[src/mmu_pkg.sv]
`default_nettype none

package mmu_pkg;

    localparam int VA_W          = 48;
    localparam int PA_W          = 56;
    localparam int PAGE_OFFSET_W = 12;
    localparam int VPN_W         = VA_W - PAGE_OFFSET_W;  // 36 bits.
    localparam int PPN_W         = PA_W - PAGE_OFFSET_W;  // 44 bits.
    localparam int VPN_INDEX_W   = 9;
    localparam int PT_LEVELS     = 4;

    localparam int PTE_W         = 64;
    localparam int BUS_DATA_W    = 64;
    localparam int LINE_BEATS    = 8;
    localparam int TLB_ENTRIES   = 8;

    // pte layout, sv48 style without permission bits
    localparam int PTE_VALID_BIT = 0;
    localparam int PTE_LEAF_BIT  = 1;
    localparam int PTE_PPN_LSB   = 10;  // ppn occupies 53..10.

    typedef logic [VA_W-1:0]                vaddr_t;
    typedef logic [PA_W-1:0]                paddr_t;
    typedef logic [VPN_W-1:0]               vpn_t;
    typedef logic [PPN_W-1:0]               ppn_t;
    typedef logic [PTE_W-1:0]               pte_t;
    typedef logic [BUS_DATA_W-1:0]          bus_data_t;
    typedef logic [$clog2(PT_LEVELS)-1:0]   level_t;
    typedef logic [$clog2(LINE_BEATS)-1:0]  beat_t;

endpackage

`default_nettype wire

[src/walk_if.sv]
`timescale 1ns/1ps
`default_nettype none

interface walk_if;

    logic          start;  // one cycle pulse.
    mmu_pkg::vpn_t vpn;
    logic          done;   // one cycle pulse.
    mmu_pkg::ppn_t ppn;    // valid with done.
    logic          fault;  // valid with done.

    modport ctrl (
        output start,
        output vpn,
        input  done,
        input  ppn,
        input  fault
    );

    modport walker (
        input  start,
        input  vpn,
        output done,
        output ppn,
        output fault
    );

endinterface

`default_nettype wire
[src/mmu_top.sv]
`timescale 1ns/1ps
`default_nettype none

module mmu_top (
    input  logic               clk,
    input  logic               reset,
    input  logic               req_valid,
    input  mmu_pkg::vaddr_t    va,
    input  mmu_pkg::ppn_t      satp_ppn,
    input  logic               flush,
    output logic               ready,
    output logic               resp_valid,
    output mmu_pkg::paddr_t    pa,
    output logic               fault,
    output logic               bus_req,
    input  logic               bus_grant,
    output logic               bus_busy,
    output logic               bus_req_cyc,
    output mmu_pkg::paddr_t    bus_addr,
    input  logic               bus_resp_cyc,
    input  mmu_pkg::bus_data_t bus_resp,
    output logic               bus_resp_ack
);

    mmu_pkg::vpn_t lookup_vpn;
    logic          hit;
    mmu_pkg::ppn_t hit_ppn;
    logic          refill;
    mmu_pkg::vpn_t refill_vpn;
    mmu_pkg::ppn_t refill_ppn;

    walk_if walk_link ();

    tlb u_tlb (
        .clk        (clk),
        .reset      (reset),
        .flush      (flush),
        .lookup_vpn (lookup_vpn),
        .hit        (hit),
        .hit_ppn    (hit_ppn),
        .refill     (refill),
        .refill_vpn (refill_vpn),
        .refill_ppn (refill_ppn)
    );

    translate_ctrl u_ctrl (
        .clk        (clk),
        .reset      (reset),
        .req_valid  (req_valid),
        .va         (va),
        .ready      (ready),
        .resp_valid (resp_valid),
        .pa         (pa),
        .fault      (fault),
        .lookup_vpn (lookup_vpn),
        .hit        (hit),
        .hit_ppn    (hit_ppn),
        .refill     (refill),
        .refill_vpn (refill_vpn),
        .refill_ppn (refill_ppn),
        .walk       (walk_link.ctrl)
    );

    page_walker u_walker (
        .clk          (clk),
        .reset        (reset),
        .walk         (walk_link.walker),
        .satp_ppn     (satp_ppn),
        .bus_req      (bus_req),
        .bus_grant    (bus_grant),
        .bus_busy     (bus_busy),
        .bus_req_cyc  (bus_req_cyc),
        .bus_addr     (bus_addr),
        .bus_resp_cyc (bus_resp_cyc),
        .bus_resp     (bus_resp),
        .bus_resp_ack (bus_resp_ack)
    );

endmodule

`default_nettype wire

[src/page_walker.sv]
`timescale 1ns/1ps
`default_nettype none

module page_walker (
    input  logic               clk,
    input  logic               reset,
    walk_if.walker             walk,
    input  mmu_pkg::ppn_t      satp_ppn,
    output logic               bus_req,
    input  logic               bus_grant,
    output logic               bus_busy,
    output logic               bus_req_cyc,
    output mmu_pkg::paddr_t    bus_addr,
    input  logic               bus_resp_cyc,
    input  mmu_pkg::bus_data_t bus_resp,
    output logic               bus_resp_ack
);

    typedef enum logic [2:0] {
        S_IDLE,
        S_REQ,
        S_WAIT,
        S_RESP,
        S_DONE
    } state_t;

    localparam mmu_pkg::level_t LAST_LEVEL = mmu_pkg::level_t'(mmu_pkg::PT_LEVELS - 1);
    localparam mmu_pkg::beat_t  LAST_BEAT  = mmu_pkg::beat_t'(mmu_pkg::LINE_BEATS - 1);
    localparam int              BEAT_W     = $bits(mmu_pkg::beat_t);

    state_t state;
    state_t next_state;

    mmu_pkg::level_t level;
    mmu_pkg::beat_t  beat;
    mmu_pkg::vpn_t   vpn_q;
    mmu_pkg::ppn_t   base_ppn;
    mmu_pkg::pte_t   pte_q;
    mmu_pkg::ppn_t   result_ppn;
    logic            result_fault;

    logic [mmu_pkg::VPN_INDEX_W-1:0] vpn_index;
    mmu_pkg::beat_t                  sel_beat;
    logic                            beat_in;
    logic                            last_beat;
    mmu_pkg::pte_t                   pte_now;
    mmu_pkg::ppn_t                   pte_ppn;
    logic                            pte_valid;
    logic                            pte_leaf;
    logic                            pte_fault;
    logic                            pte_final;

    // level 0 takes the top nine vpn bits
    assign vpn_index = vpn_q[(LAST_LEVEL - level) * mmu_pkg::VPN_INDEX_W +: mmu_pkg::VPN_INDEX_W];
    assign sel_beat  = vpn_index[BEAT_W-1:0];

    assign beat_in   = bus_resp_cyc && ((state == S_WAIT) || (state == S_RESP));
    assign last_beat = beat_in && (beat == LAST_BEAT);

    // the indexed beat may be the one arriving now
    assign pte_now   = (beat == sel_beat) ? bus_resp : pte_q;
    assign pte_valid = pte_now[mmu_pkg::PTE_VALID_BIT];
    assign pte_leaf  = pte_now[mmu_pkg::PTE_LEAF_BIT];
    assign pte_ppn   = pte_now[mmu_pkg::PTE_PPN_LSB +: mmu_pkg::PPN_W];

    // a leaf is legal only at the last level.
    assign pte_fault = !pte_valid || (pte_leaf != (level == LAST_LEVEL));
    assign pte_final = pte_fault || pte_leaf;

    always_comb begin
        next_state = state;
        case (state)
            S_IDLE: begin
                if (walk.start) begin
                    next_state = S_REQ;
                end
            end
            S_REQ: begin
                if (bus_grant) begin
                    next_state = S_WAIT;
                end
            end
            S_WAIT: begin
                if (beat_in) begin
                    next_state = S_RESP;
                end
            end
            S_RESP: begin
                if (last_beat) begin
                    next_state = pte_final ? S_DONE : S_REQ;
                end
            end
            S_DONE: next_state = S_IDLE;
            default: next_state = S_IDLE;
        endcase
    end

    assign bus_req      = (state == S_REQ) || (state == S_WAIT) || (state == S_RESP);
    assign bus_busy     = ((state == S_REQ) && bus_grant) || (state == S_WAIT) ||
                          (state == S_RESP);
    assign bus_req_cyc  = (state == S_REQ) && bus_grant;
    assign bus_addr     = {base_ppn, vpn_index[mmu_pkg::VPN_INDEX_W-1:BEAT_W],
                           6'd0};  // 64 byte line.
    assign bus_resp_ack = beat_in;

    assign walk.done  = (state == S_DONE);
    assign walk.ppn   = result_ppn;
    assign walk.fault = result_fault;

    always_ff @(posedge clk) begin
        if (reset) begin
            state <= S_IDLE;
            level <= '0;
            beat  <= '0;
        end else begin
            state <= next_state;
            if ((state == S_IDLE) && walk.start) begin
                level <= '0;
            end else if (last_beat && !pte_final) begin
                level <= level + 1'b1;  // descend.
            end
            if (state == S_REQ) begin
                beat <= '0;
            end else if (beat_in) begin
                beat <= beat + 1'b1;
            end
        end
    end

    always_ff @(posedge clk) begin
        if ((state == S_IDLE) && walk.start) begin
            vpn_q    <= walk.vpn;
            base_ppn <= satp_ppn;  // root table.
        end else if (last_beat && !pte_final) begin
            base_ppn <= pte_ppn;
        end
        if (beat_in && (beat == sel_beat)) begin
            pte_q <= bus_resp;
        end
        if (last_beat && pte_final) begin
            result_ppn   <= pte_ppn;
            result_fault <= pte_fault;
        end
    end

endmodule

`default_nettype wire

[src/tlb.sv]
`timescale 1ns/1ps
`default_nettype none

module tlb (
    input  logic          clk,
    input  logic          reset,
    input  logic          flush,
    input  mmu_pkg::vpn_t lookup_vpn,
    output logic          hit,
    output mmu_pkg::ppn_t hit_ppn,
    input  logic          refill,
    input  mmu_pkg::vpn_t refill_vpn,
    input  mmu_pkg::ppn_t refill_ppn
);

    localparam int PTR_W = $clog2(mmu_pkg::TLB_ENTRIES);

    logic [mmu_pkg::TLB_ENTRIES-1:0] valid;
    logic [mmu_pkg::TLB_ENTRIES-1:0] match;
    logic [PTR_W-1:0]                rr_ptr;

    mmu_pkg::vpn_t tag_mem [mmu_pkg::TLB_ENTRIES];
    mmu_pkg::ppn_t ppn_mem [mmu_pkg::TLB_ENTRIES];

    always_comb begin
        for (int i = 0; i < mmu_pkg::TLB_ENTRIES; i++) begin
            match[i] = valid[i] && (tag_mem[i] == lookup_vpn);
        end
    end

    assign hit = |match;

    // at most one entry matches, so an or of the gated entries is enough
    always_comb begin
        hit_ppn = '0;
        for (int i = 0; i < mmu_pkg::TLB_ENTRIES; i++) begin
            if (match[i]) begin
                hit_ppn = hit_ppn | ppn_mem[i];
            end
        end
    end

    always_ff @(posedge clk) begin
        if (reset) begin
            valid  <= '0;
            rr_ptr <= '0;
        end else if (flush) begin
            valid <= '0;  // flush wins over a refill.
        end else if (refill) begin
            valid[rr_ptr] <= 1'b1;
            rr_ptr        <= rr_ptr + 1'b1;  // wraps over all entries.
        end
    end

    always_ff @(posedge clk) begin
        if (refill) begin
            tag_mem[rr_ptr] <= refill_vpn;
            ppn_mem[rr_ptr] <= refill_ppn;
        end
    end

endmodule

`default_nettype wire

[src/translate_ctrl.sv]
`timescale 1ns/1ps
`default_nettype none

module translate_ctrl (
    input  logic            clk,
    input  logic            reset,
    input  logic            req_valid,
    input  mmu_pkg::vaddr_t va,
    output logic            ready,
    output logic            resp_valid,
    output mmu_pkg::paddr_t pa,
    output logic            fault,
    output mmu_pkg::vpn_t   lookup_vpn,
    input  logic            hit,
    input  mmu_pkg::ppn_t   hit_ppn,
    output logic            refill,
    output mmu_pkg::vpn_t   refill_vpn,
    output mmu_pkg::ppn_t   refill_ppn,
    walk_if.ctrl            walk
);

    typedef enum logic [1:0] {
        S_IDLE,
        S_LOOKUP,
        S_WALKING,
        S_RESPOND
    } state_t;

    state_t          state;
    mmu_pkg::vaddr_t va_q;
    mmu_pkg::vpn_t   req_vpn;
    mmu_pkg::ppn_t   walk_ppn_q;
    logic            walk_fault_q;
    mmu_pkg::ppn_t   resp_ppn;

    assign req_vpn = va_q[mmu_pkg::VA_W-1:mmu_pkg::PAGE_OFFSET_W];

    assign ready      = (state == S_IDLE);
    assign lookup_vpn = req_vpn;

    assign walk.start = (state == S_LOOKUP) && !hit;  // miss.
    assign walk.vpn   = req_vpn;

    // a hit answers straight from the lookup cycle
    assign resp_valid = ((state == S_LOOKUP) && hit) || (state == S_RESPOND);
    assign resp_ppn   = (state == S_LOOKUP) ? hit_ppn : walk_ppn_q;
    assign pa         = {resp_ppn, va_q[mmu_pkg::PAGE_OFFSET_W-1:0]};
    assign fault      = (state == S_RESPOND) && walk_fault_q;

    assign refill     = (state == S_RESPOND) && !walk_fault_q;  // faults are not cached.
    assign refill_vpn = req_vpn;
    assign refill_ppn = walk_ppn_q;

    always_ff @(posedge clk) begin
        if (reset) begin
            state <= S_IDLE;
        end else begin
            case (state)
                S_IDLE: begin
                    if (req_valid) begin
                        state <= S_LOOKUP;
                    end
                end
                S_LOOKUP:  state <= hit ? S_IDLE : S_WALKING;
                S_WALKING: begin
                    if (walk.done) begin
                        state <= S_RESPOND;
                    end
                end
                S_RESPOND: state <= S_IDLE;
                default:   state <= S_IDLE;
            endcase
        end
    end

    always_ff @(posedge clk) begin
        if (ready && req_valid) begin
            va_q <= va;
        end
        if ((state == S_WALKING) && walk.done) begin
            walk_ppn_q   <= walk.ppn;
            walk_fault_q <= walk.fault;
        end
    end

endmodule

`default_nettype wire

[config.mk]
export PLATFORM = sky130hd
export DESIGN_NAME = mmu_top
export DESIGN_NICKNAME = d
export VERILOG_FILES = /design/src/mmu_pkg.sv /design/src/walk_if.sv /design/src/mmu_top.sv /design/src/page_walker.sv /design/src/tlb.sv /design/src/translate_ctrl.sv
export SDC_FILE = /design/constraint.sdc
export NUM_CORES = 1
export LEC_CHECK = 0
export BUFFER_PORTS_ARGS = -buffer_cell sky130_fd_sc_hd__buf_4
export CAP_MARGIN = 15
export CELL_PAD_IN_SITES_DETAIL_PLACEMENT = 2
export CELL_PAD_IN_SITES_GLOBAL_PLACEMENT = 2
export CORE_MARGIN = 2
export CORE_UTILIZATION = 41
export CTS_CLUSTER_DIAMETER = 200
export DETAILED_ROUTE_END_ITERATION = 8
export HOLD_SLACK_MARGIN = 0.02
export PLACE_DENSITY_LB_ADDON = 0.1
export SLEW_MARGIN = 20
export SYNTH_ARGS = -nofsm -noshare
export SYNTH_HDL_FRONTEND = slang
export SYNTH_SLANG_ARGS = --single-unit
export TNS_END_PERCENT = 1
[constraint.sdc]
create_clock -name clk -period 6.3 [get_ports clk]
set_input_delay 1.26 -clock clk [delete_from_list [all_inputs] [get_ports clk]]
set_output_delay 1.26 -clock clk [all_outputs]
set_load 0.02 [all_outputs]
Word level (Yosys, flattened, before mapping)
Memory sizes are Yosys's and may differ from the RTL's. Cells that the tools add are included.

RAM bits: 640. Logic and storage cells: 128. Memories kept: 2. Input bits: 162. Flip-flop bits (word level): 293. Output and inout port bits: 119.

Reductions and logical operators: 44. Bitwise logic cells: 9. Shifts and indexed selects: 1. Add/sub/neg operators: 4. Order comparisons: 2. Equality and inequality tests: 25. Multiplexer cells: 26. Multiply operators: 1.

Memory list: u_tlb.ppn_mem (depth 8, width 44, rd ports 8, clocked after Yosys merged registers in 0, write ports 1, line tlb.sv:23) `mmu_pkg::ppn_t ppn_mem [mmu_pkg::TLB_ENTRIES];`; u_tlb.tag_mem (depth 8, width 36, rd ports 8, clocked after Yosys merged registers in 0, write ports 1, line tlb.sv:22) `mmu_pkg::vpn_t tag_mem [mmu_pkg::TLB_ENTRIES];`.

Operators with widths (number): $mux W44 (11); $or A44 B44 Y44 (7); $eq A36 B36 Y1 (8); $mux W54 (1); $shiftx A36 B33 Y9 (1); $mul A32 B4 Y32 const B (1); $logic_and A1 B1 Y1 (22); $mux W3 (5); $pmux W3 S4 (1); $logic_or A1 B1 Y1 (8); $ne A2 B1 Y1 const B (4); $or A8 B8 Y8 (1); $pmux W2 S4 (1); $reduce_or A8 Y1 (1); $add A3 B1 Y3 const B (2); $eq A2 B2 Y1 const B (3); $eq A3 B2 Y1 const B (2); $eq A3 B3 Y1 const B (2); $mux W2 (3); $reduce_or A2 Y1 (3); $logic_not A1 Y1 (4); $lt A3 B4 Y1 const B (1); $ne A2 B2 Y1 const B (2); $reduce_and A2 Y1 (2); 14 further kinds (16).

Logic depth before layout (Yosys ltp)
Gate-level depths: netlist of the first run. An unclocked memory read counts as a cell.

Depth after elaboration: 19. Depth in mapped cells: 12. Gate-level depth less buffers: 9.

Modules after synthesis
From an unflattened synthesis of the first run, not the netlist that was laid out.

Cells, all modules: 2325. Area, all modules: 38413.1 um2.

Modules (own cells, without submodules): tlb (area each 26963.4 um2, instances 1, seq. area each 19438.6 um2, cells an instance 1731); page_walker (area each 7231.9 um2, instances 1, seq. area each 5295.1 um2, cells an instance 362); translate_ctrl (area each 4217.8 um2, instances 1, seq. area each 2832.7 um2, cells an instance 232).

Least setup slack after synthesis of the first run
No wires, ideal clock.

Kind: reg-to-reg. Start point: register with a tool-made name. End point: memory u_tlb.ppn_mem[0][0] (netlist bit) (enable). Arrival time: 6.338 ns. Required time: 5.681 ns. Slack: -0.657 ns. Period minus slack after synthesis: 6.957 ns. Cell stages (with the launch flop): 4. Buffers on the path: 0. Library setup time: 0.619 ns. Path through: dfxtp_1 nand2_1 or3_1 nor3_1.

RTL lines (line): end, declared (tlb.sv:23).

Worst setup path after layout of the first run
Start point: register u_ctrl.va_q[23]. End point: output port pa[54].

Word-level cells in the longest chain between the ends: 18. Elaborated cells on any way between the ends: 32. Classes of those cells: eq/ne: 8; mux: 9; bitwise: 7; reduce/logical: 8.

RTL lines: start, declared (line translate_ctrl.sv:30) `mmu_pkg::vaddr_t va_q;`; start signal, assigned (line translate_ctrl.sv:78) `va_q <= va;`; $eq A36 B36 Y1 (line tlb.sv:27) `match[i] = valid[i] && (tag_mem[i] == lookup_vpn);`; $logic_and A1 B1 Y1 (line tlb.sv:27); $mux W44 (line tlb.sv:37) `if (match[i]) begin`; $or A44 B44 Y44 (line tlb.sv:38) `hit_ppn = hit_ppn | ppn_mem[i];`; $mux W44 (line tlb.sv:37); $or A44 B44 Y44 (line tlb.sv:38); $mux W44 (line tlb.sv:37); $or A44 B44 Y44 (line tlb.sv:38); (+2 left out); $mux W44 (line tlb.sv:37); $or A44 B44 Y44 (line tlb.sv:38); $mux W44 (line tlb.sv:37); $or A44 B44 Y44 (line tlb.sv:38); $mux W44 (line tlb.sv:37); $or A44 B44 Y44 (line tlb.sv:38); $mux W44 * (line tlb.sv:37); $mux W44 * (line translate_ctrl.sv:46) `assign resp_ppn = (state == S_LOOKUP) ? hit_ppn : walk_ppn_q;`; end, declared (line mmu_top.sv:13) `output mmu_pkg::paddr_t pa,`.

Every way passes the cells marked *; elsewhere a longest branch is shown, timed or not.

==> results of run 1 <==
where the power goes:
part	switching (µW)	internal (µW)	leakage (µW)
clock	2460	3230	0.00153
combinational	346	244	0.00440
sequential	82.6	6790	0.00834
total	2890	10300	0.0143
logic make-up (layout without fill, tap and decap cells):
family                     after synthesis  in the layout  share of synthesized area [%]
DFF                                    925            925                           78.5
xor gates and xnor gates               292            292                           7.28
AOI/OAI and AO/OA                      288            288                           6.28
and+or+nand+nor                        169            169                           2.80
buffers and inverters                  106            557                           1.45
muxes                                  101            101                           3.51
adders and majority gates                4              4                          0.143
other                                    1              6                         0.0107
cell type report:
cell class              count  area (µm²)  area share [%]
flip-flops and latches    925       27600            65.2
clock inverters            51         495            1.17
well taps                1144        1430            3.39
clock buffers             134        2640            6.24
inverters                   7        26.3          0.0621
multi-input cells         860        7190            17.0
repair buffers            365        2940            6.95
stage by stage:
stage / power, µW / setup TNS (ps)
2_1_floorplan: 7260 / -37490
3_3_place_gp: 7570 / 0
3_5_place_dp: 7600 / 0
4_1_cts: 13300 / 0
5_1_grt: 13500 / 0
6_report: 13200 / 0
routing by layer:
| layer | routed length, µm | up-vias |
|---|---|---|
| met5 | 0 | - |
| met3 | 5860 | 126 |
| li1 | - | 8241 |
| met4 | 2480 | 0 |
| met1 | 45100 | 10300 |
| met2 | 50400 | 533 |
sequential cells by signal, summed over array words and instances, names as in the netlist, named ones only:
| register | cells |
|---|---|
| u_ctrl.refill_ppn | 44 |
| u_walker.pte_q | 46 |
| u_walker.vpn_q | 36 |
| u_walker.state | 3 |
| u_walker.beat | 3 |
| u_walker.walk.fault | 1 |
| u_ctrl.walk_fault_q | 1 |
| u_tlb.valid | 8 |
| u_walker.level | 2 |
| u_walker.walk.ppn | 44 |
| u_tlb.tag_mem | 288 |
| u_tlb.ppn_mem | 352 |
| u_walker.base_ppn | 44 |
| u_tlb.rr_ptr | 3 |
| u_ctrl.state | 1 |
| u_ctrl.va_q | 48 |
worst max-delay path, cell delays in order, from the launching register on:
cell and delay (ps):
edfxtp_1 800, buf_4 260, xor2_1 80, nor4_1 410
nand4_1 310, nor3_4 730, buf_4 450, a22o_1 210
a221oi_1 60, a31oi_1 220, a21o_1 220, buf_4 180
final timing paths:
check                              from               endpoint  depth (start not counted)
setup / recovery        u_ctrl.va_q[23]                 pa[54]                         11
hold / removal    u_walker.walk.ppn[10]  u_ctrl.refill_ppn[10]                          0
setup reg to reg        u_ctrl.va_q[42]      u_walker.vpn_q[7]                         11
hold reg to reg   u_walker.walk.ppn[10]  u_ctrl.refill_ppn[10]                          0
cells in the final DEF, fill, tap and decap left out, drive strengths merged, types with 12 or more instances in the layout:
cell type  Yosys  layout
a31oi         48      48
xor2         272     272
nand4         16      16
nor2          21      21
nor4          64      64
nor3          24      24
a22oi         88      88
dfxtp         21      21
nand2         12      12
mux2          88      88
edfxtp       904     904
xnor2         20      20
buf           55     365
clkinv         0      42
a221oi        45      45
a22o          44      44
a21o          44      44
clkbuf        44     134
==> metrics.md, run 1 <==
| Metric | Value |
|---|---|
| Layer with the highest usage | met2 |
| Final hold violation count | 0 |
| Worst EP required | 5040 ps |
| R2r setup slk | 1240 ps |
| CTS Buf Count | 98 |
| HPWL after DPL | 64400 µm |
| Post-synth ARST share | 0% |
| Part of the Yosys area used for sequential elements | 78.5% |
| Hold-fix buffers, CTS | 0 |
| Placed cell count | 3300 |
| Core ar. | 85000 µm² |
| Synth Flop Type | edfxtp_1 |
| Top cells by count, synth | edfxtp_1 (904), xor2_1 (272), a22oi_1 (88), nor4_1 (63), mux2_2 (50) |
| Nets | 2423 |
| Synth cell types | 50 |
| Fin util | 49.7% |
| Die area | 88000 µm² |
| CTS root buf | clkbuf_16 |
| Routed WL per cell | 29.8 µm |
| Fin Clk Skew | 24.7 ps |
| Filler cells | 7643 |
| Clock-pin slew on the worst setup and hold paths | 60 ps |
| Ports | 281 |
| Setup WS pre-CTS | 1220 ps |
| Hold WS | 413 ps |
| Setup crit start kind | flop |
| Final WL | 104000 µm |
| Slew HR | 28.9% |
| TritonRoute pass-1 iters | 5 |
| Final setup viols | 0 |
| Crit Path Class | flop to primary output |
| RSZ-0062 raised after global routing | false |
| Pleak | 0.0143 µW |
| GR Layer Usage met3 | 4.64% |
| Synth area leader | edfxtp_1 |
| Clock Latency Late Sink | 670 ps |
| Fin area | 42300 µm² |
| DR iter-0 viols | 1458 |
| Placer's final routability congestion estimate | 0.756 |
| Max Root-Sink Buffers | 3 |
| Die X | 297 µm |
| Cell area power density | 311 nW/µm² |
| Slew Limit Fails | 0 |
| Initial antenna violation count | 1 |
| CP Data Arrival Time | 4600 ps |
| CP Max Fanout | 17 |
| Initial core utilization | 41.3% |
| Dominant cells by area after synthesis | edfxtp_1 (77%), xor2_1 (6.8%), a22oi_1 (1.9%) |
| Worst Setup End Kind | primary output |
| Largest net degree at the start of global routing | 57 |
| Routed vias | 19200 |
| Period utilisation layout | 93.0% |
| IO Port Bufs | 256 |
| Mapped Avg Cell Area | 18.6 µm² |
| Layout Cells excl Fill | 3486 |
| Post-synth EDFFs | 904 |
| Top-count cell post-synth | edfxtp_1 |
| Row count | 107 |
| Residual DRC | 0 |
| Slew @ Worst Pin | 1070 ps |
| First-pass GRT wire length | 149000 µm |
| Area grow syn2layout | 20.4% |
| Vias/cell | 5.50 |
| # H-tree levels | 3 |
| Die Y-Extent | 297 µm |
| Setup repair bufs after CTS | 0 |
| Synthesized cell area | 35100 µm² |
| GR Util met1 | 31.9% |
| Final min period | 5860 ps |
| Vias in the first global route | 21300 |
| Hold crit path type | flop to flop |
| CTS tree | done |
| Final WS setup | 442 ps |
| Clk sinks | 925 |
| GRT Total Usage | 23.6% |
| Fraction of layout cells with a size suffix above 1 | 25.1% |
| Outcome | completed |
| Yosys warnings | 0 |
| MaxCap Viol Count | 0 |
| Diode count | 0 |
| Fmax | 171 MHz |
| Worst VDD drop | 236 µV |
| Synthesized instance count | 1886 |
| Resize count post-CTS | 0 |
| Met2 Use GR | 38.7% |
| GR Overflow Total | 0 |
| Post-route ant nets | 0 |
| Post-synth top area share | 77.3% |
| Register bit total from synthesis | 925 |
| Post-DP Area | 39100 µm² |
(Power assumes the default switching activity.)
==> inputs of run 2 (changes only) <==
--- a/config.mk
+++ b/config.mk
@@ -5,12 +5,13 @@
 export SDC_FILE = /design/constraint.sdc
 export NUM_CORES = 1
 export LEC_CHECK = 0
-export BUFFER_PORTS_ARGS = -buffer_cell sky130_fd_sc_hd__buf_4
+export BUFFER_PORTS_ARGS = -buffer_cell sky130_fd_sc_hd__buf_2
 export CAP_MARGIN = 15
 export CELL_PAD_IN_SITES_DETAIL_PLACEMENT = 2
 export CELL_PAD_IN_SITES_GLOBAL_PLACEMENT = 2
 export CORE_MARGIN = 2
-export CORE_UTILIZATION = 41
+export CORE_UTILIZATION = 43
+export CTS_BUF_LIST = sky130_fd_sc_hd__clkbuf_8
 export CTS_CLUSTER_DIAMETER = 200
 export DETAILED_ROUTE_END_ITERATION = 8
 export HOLD_SLACK_MARGIN = 0.02
==> run 2 against run 1 <==
  * Clock power fell by 13%
  * Power down 5.8%
  * Clock skew rose by 21 ps
  * Critical path depth decreased by 2
  * Sequential cell count stayed put
  * Maximum frequency increased by 0.53%
  * Final area is 2.8% lower
  * Hold slack better by 9.4 ps
==> metrics.md, run 2 (synthesized netlist as in run 1, its figures left out) <==
| Metric | Value |
|---|---|
| Die Y-Extent | 290 µm (-2.3%) |
| Top flop regs | u_tlb.ppn_mem: 352 flops, u_tlb.tag_mem: 288 flops, u_ctrl.va_q: 48 flops |
| Post-route ant nets | 0 (unchanged) |
| Period utilisation layout | 92.5% (-0.49 points) |
| CTS tree | done |
| Largest register by flop count | u_tlb.ppn_mem |
| Resize count post-CTS | 0 (unchanged) |
| Vias in the first global route | 22200 (+4.2%) |
| Initial antenna violation count | 13 (+12) |
| Die X | 290 µm (-2.3%) |
| CTS Buf Count | 158 (+61%) |
| TritonRoute pass-1 iters | 6 (+1) |
| Cell-internal power | 9470 µW (-7.7%) |
| Slowest CP cell | edfxtp_1 |
| Worst Setup End Kind | primary output |
| Commonest non-fill, non-tap cells in the layout | edfxtp_1 (904), xor2_1 (272), buf_2 (256), clkbuf_8 (162), a22oi_1 (88) |
| Placed cell count | 3196 (-3.2%) |
| Slew @ Worst Pin | 1090 ps (+21.7 ps) |
| CTS root buf | clkbuf_8 |
| Placer's final routability congestion estimate | 0.748 (-1.1%) |
| Row count | 104 (-2.8%) |
| Layout Cells excl Fill | 3483 (-0.086%) |
| Fraction of layout cells with a size suffix above 1 | 25.7% (+0.57 points) |
| Setup WS pre-CTS | 1270 ps (+50.1 ps) |
| Clock Latency Late Sink | 810 ps (+140 ps) |
| Sw frac | 23.6% (+1.6 points) |
| CP Data Arrival Time | 4570 ps (-30 ps) |
| Slew HR | 27.5% (-1.3 points) |
| Comb power frac | 4.3% (-0.2 points) |
| Setup crit start kind | flop |
| Initial core utilization | 43.5% (+2.2 points) |
| Crit-path max cell delay | 850 ps (+50 ps) |
| Sequential power share | 55.4% (+3.2 points) |
| Hold WS | 422 ps (+9.44 ps) |
| Fmax | 172 MHz (+0.53%) |
| Hold-fix buffers, CTS | 0 (unchanged) |
| Multi-input logic area | 7190 µm² (unchanged) |
| Area grow syn2layout | 17.1% |
| Fin area | 41100 µm² (-2.8%) |
| Vias/cell | 5.66 (+2.9%) |
| HPWL after DPL | 63100 µm (-2.1%) |
| DR iter-0 viols | 1458 (unchanged) |
| Die area | 84000 µm² (-4.6%) |
| Clock-pin slew on the worst setup and hold paths | 60 ps (about the same) |
| Largest net degree at the start of global routing | 61 (+7.0%) |
| GR Overflow Total | 0 (unchanged) |
| GRT Total Usage | 25.3% (+1.7 points) |
| Most common cell after layout, fill and taps aside | edfxtp_1 |
| Crit Path Class | flop to primary output |
| Routed WL per cell | 30.1 µm (+0.99%) |
| Post-DP Area | 38200 µm² (-2.3%) |
| Pleak | 0.0141 µW (-1.0%) |
| Max FFs per register | 352 (unchanged) |
| Crit-path cells | xor2_1, nor4_1, nand4_1, nor3_2, buf_4, a221oi_1, a31oi_1, a21o_1, buf_2 |
| Setup repair bufs after CTS | 0 (unchanged) |
| Final WS setup | 474 ps (+31.2 ps) |
| Fin Clk Skew | 45.2 ps (+20.5 ps) |
| Nets | 2464 (+1.7%) |
| Final WL | 105000 µm (+0.91%) |
| Worst EP required | 5040 ps (about the same) |
| Filler cells | 7355 (-3.8%) |
| Hold crit path type | flop to flop |
| Slew Limit Fails | 0 (unchanged) |
| Cell area power density | 302 nW/µm² (-3.1%) |
| Worst VDD drop | 196 µV (-17%) |
| Reg area | 27600 µm² (about the same) |
| Core ar. | 80700 µm² (-5.1%) |
| Routed vias | 19700 (+2.8%) |
| Net switching power | 2920 µW (+0.99%) |
| Residual DRC | 0 (unchanged) |
| Final hold violation count | 0 (unchanged) |
| CP Max Fanout | 29 (+12) |
| IO Port Bufs | 256 (unchanged) |
| Ports | 281 (unchanged) |
| First-pass GRT wire length | 152000 µm (+2.2%) |
| RSZ-0062 raised after global routing | false |
| Final min period | 5830 ps (-31.2 ps) |
| Fin util | 50.9% (+1.2 points) |
| # H-tree levels | 4 (+1) |
| MaxCap Viol Count | 0 (unchanged) |
| Clk sinks | 925 (unchanged) |
| Final setup viols | 0 (unchanged) |
| Max Root-Sink Buffers | 3 (unchanged) |
| Clk pwr share | 40.2% (-3.1 points) |
| Outcome | completed |
run 2: cell types whose count changed in the layout (fill, tap and decap cells not counted), moves of 10 or more:
cell / before / now
clkbuf_16: 98 / 0
clkbuf_1: 31 / 0
buf_4: 351 / 76
clkinv_1: 19 / 31
clkinv_2: 18 / 8
buf_2: 0 / 256
clkbuf_8: 5 / 162
inv_1: 6 / 73
run 2: layout make-up:
| class | instances | share of cell area (%) |
|---|---|---|
| Clock inverter | 122 | 1.50 |
| Inverter | 7 | 0.0639 |
| Timing Repair Buffer | 346 | 5.21 |
| Clock buffer | 162 | 5.43 |
| Multi-Input combinational cell | 860 | 17.5 |
| Antenna cell | 1 | 0.00609 |
| Tap cell | 1060 | 3.23 |
| Sequential cell | 925 | 67.1 |
run 2: critical path: cells and delay by family (launching register included):
kind | cells | cell delay, ps
and+or+nand+nor | 3 | 1360
DFF | 1 | 850
buffers and inverters | 2 | 760
xor gates and xnor gates | 1 | 180
AOI/OAI and AO/OA | 3 | 600
run 2: power by group through the flow:
stage / Combinational, µW / Sequential, µW / Clock (µW)
after floorplan: 279 / 6980 / 0
after global placement: 511 / 6990 / 0
after detailed placement: 542 / 7000 / 0
after CTS: 546 / 6870 / 5120
after global routing: 579 / 6870 / 5370
final: 539 / 6870 / 4980
run 2: per-stage QoR:
step / power [µW] / setup TNS, ps
2_1_floorplan: 7260 / -37490
3_3_place_gp: 7500 / 0
3_5_place_dp: 7540 / 0
4_1_cts: 12500 / 0
5_1_grt: 12800 / 0
6_report: 12400 / 0
run 2: final timing paths:
check / slack [ps] / depth (start not counted) / start / endpoint
worst max-delay path: 470 / 9 / u_ctrl.va_q[38] / pa[55]
worst min-delay path: 420 / 0 / u_walker.walk.ppn[27] / u_ctrl.refill_ppn[27]
worst max register to register: 1550 / 10 / u_ctrl.va_q[34] / u_walker.vpn_q[6]
worst min register to register: 420 / 0 / u_walker.walk.ppn[27] / u_ctrl.refill_ppn[27]
run 2: per-layer routing:
layer	track usage (%)	routed length, µm	vias to the layer above
met5	0	41	-
met4	8.79	2860	8
met3	5.30	7050	210
met2	41.1	50800	767
met1	33.8	44000	10400
li1	-	-	8333
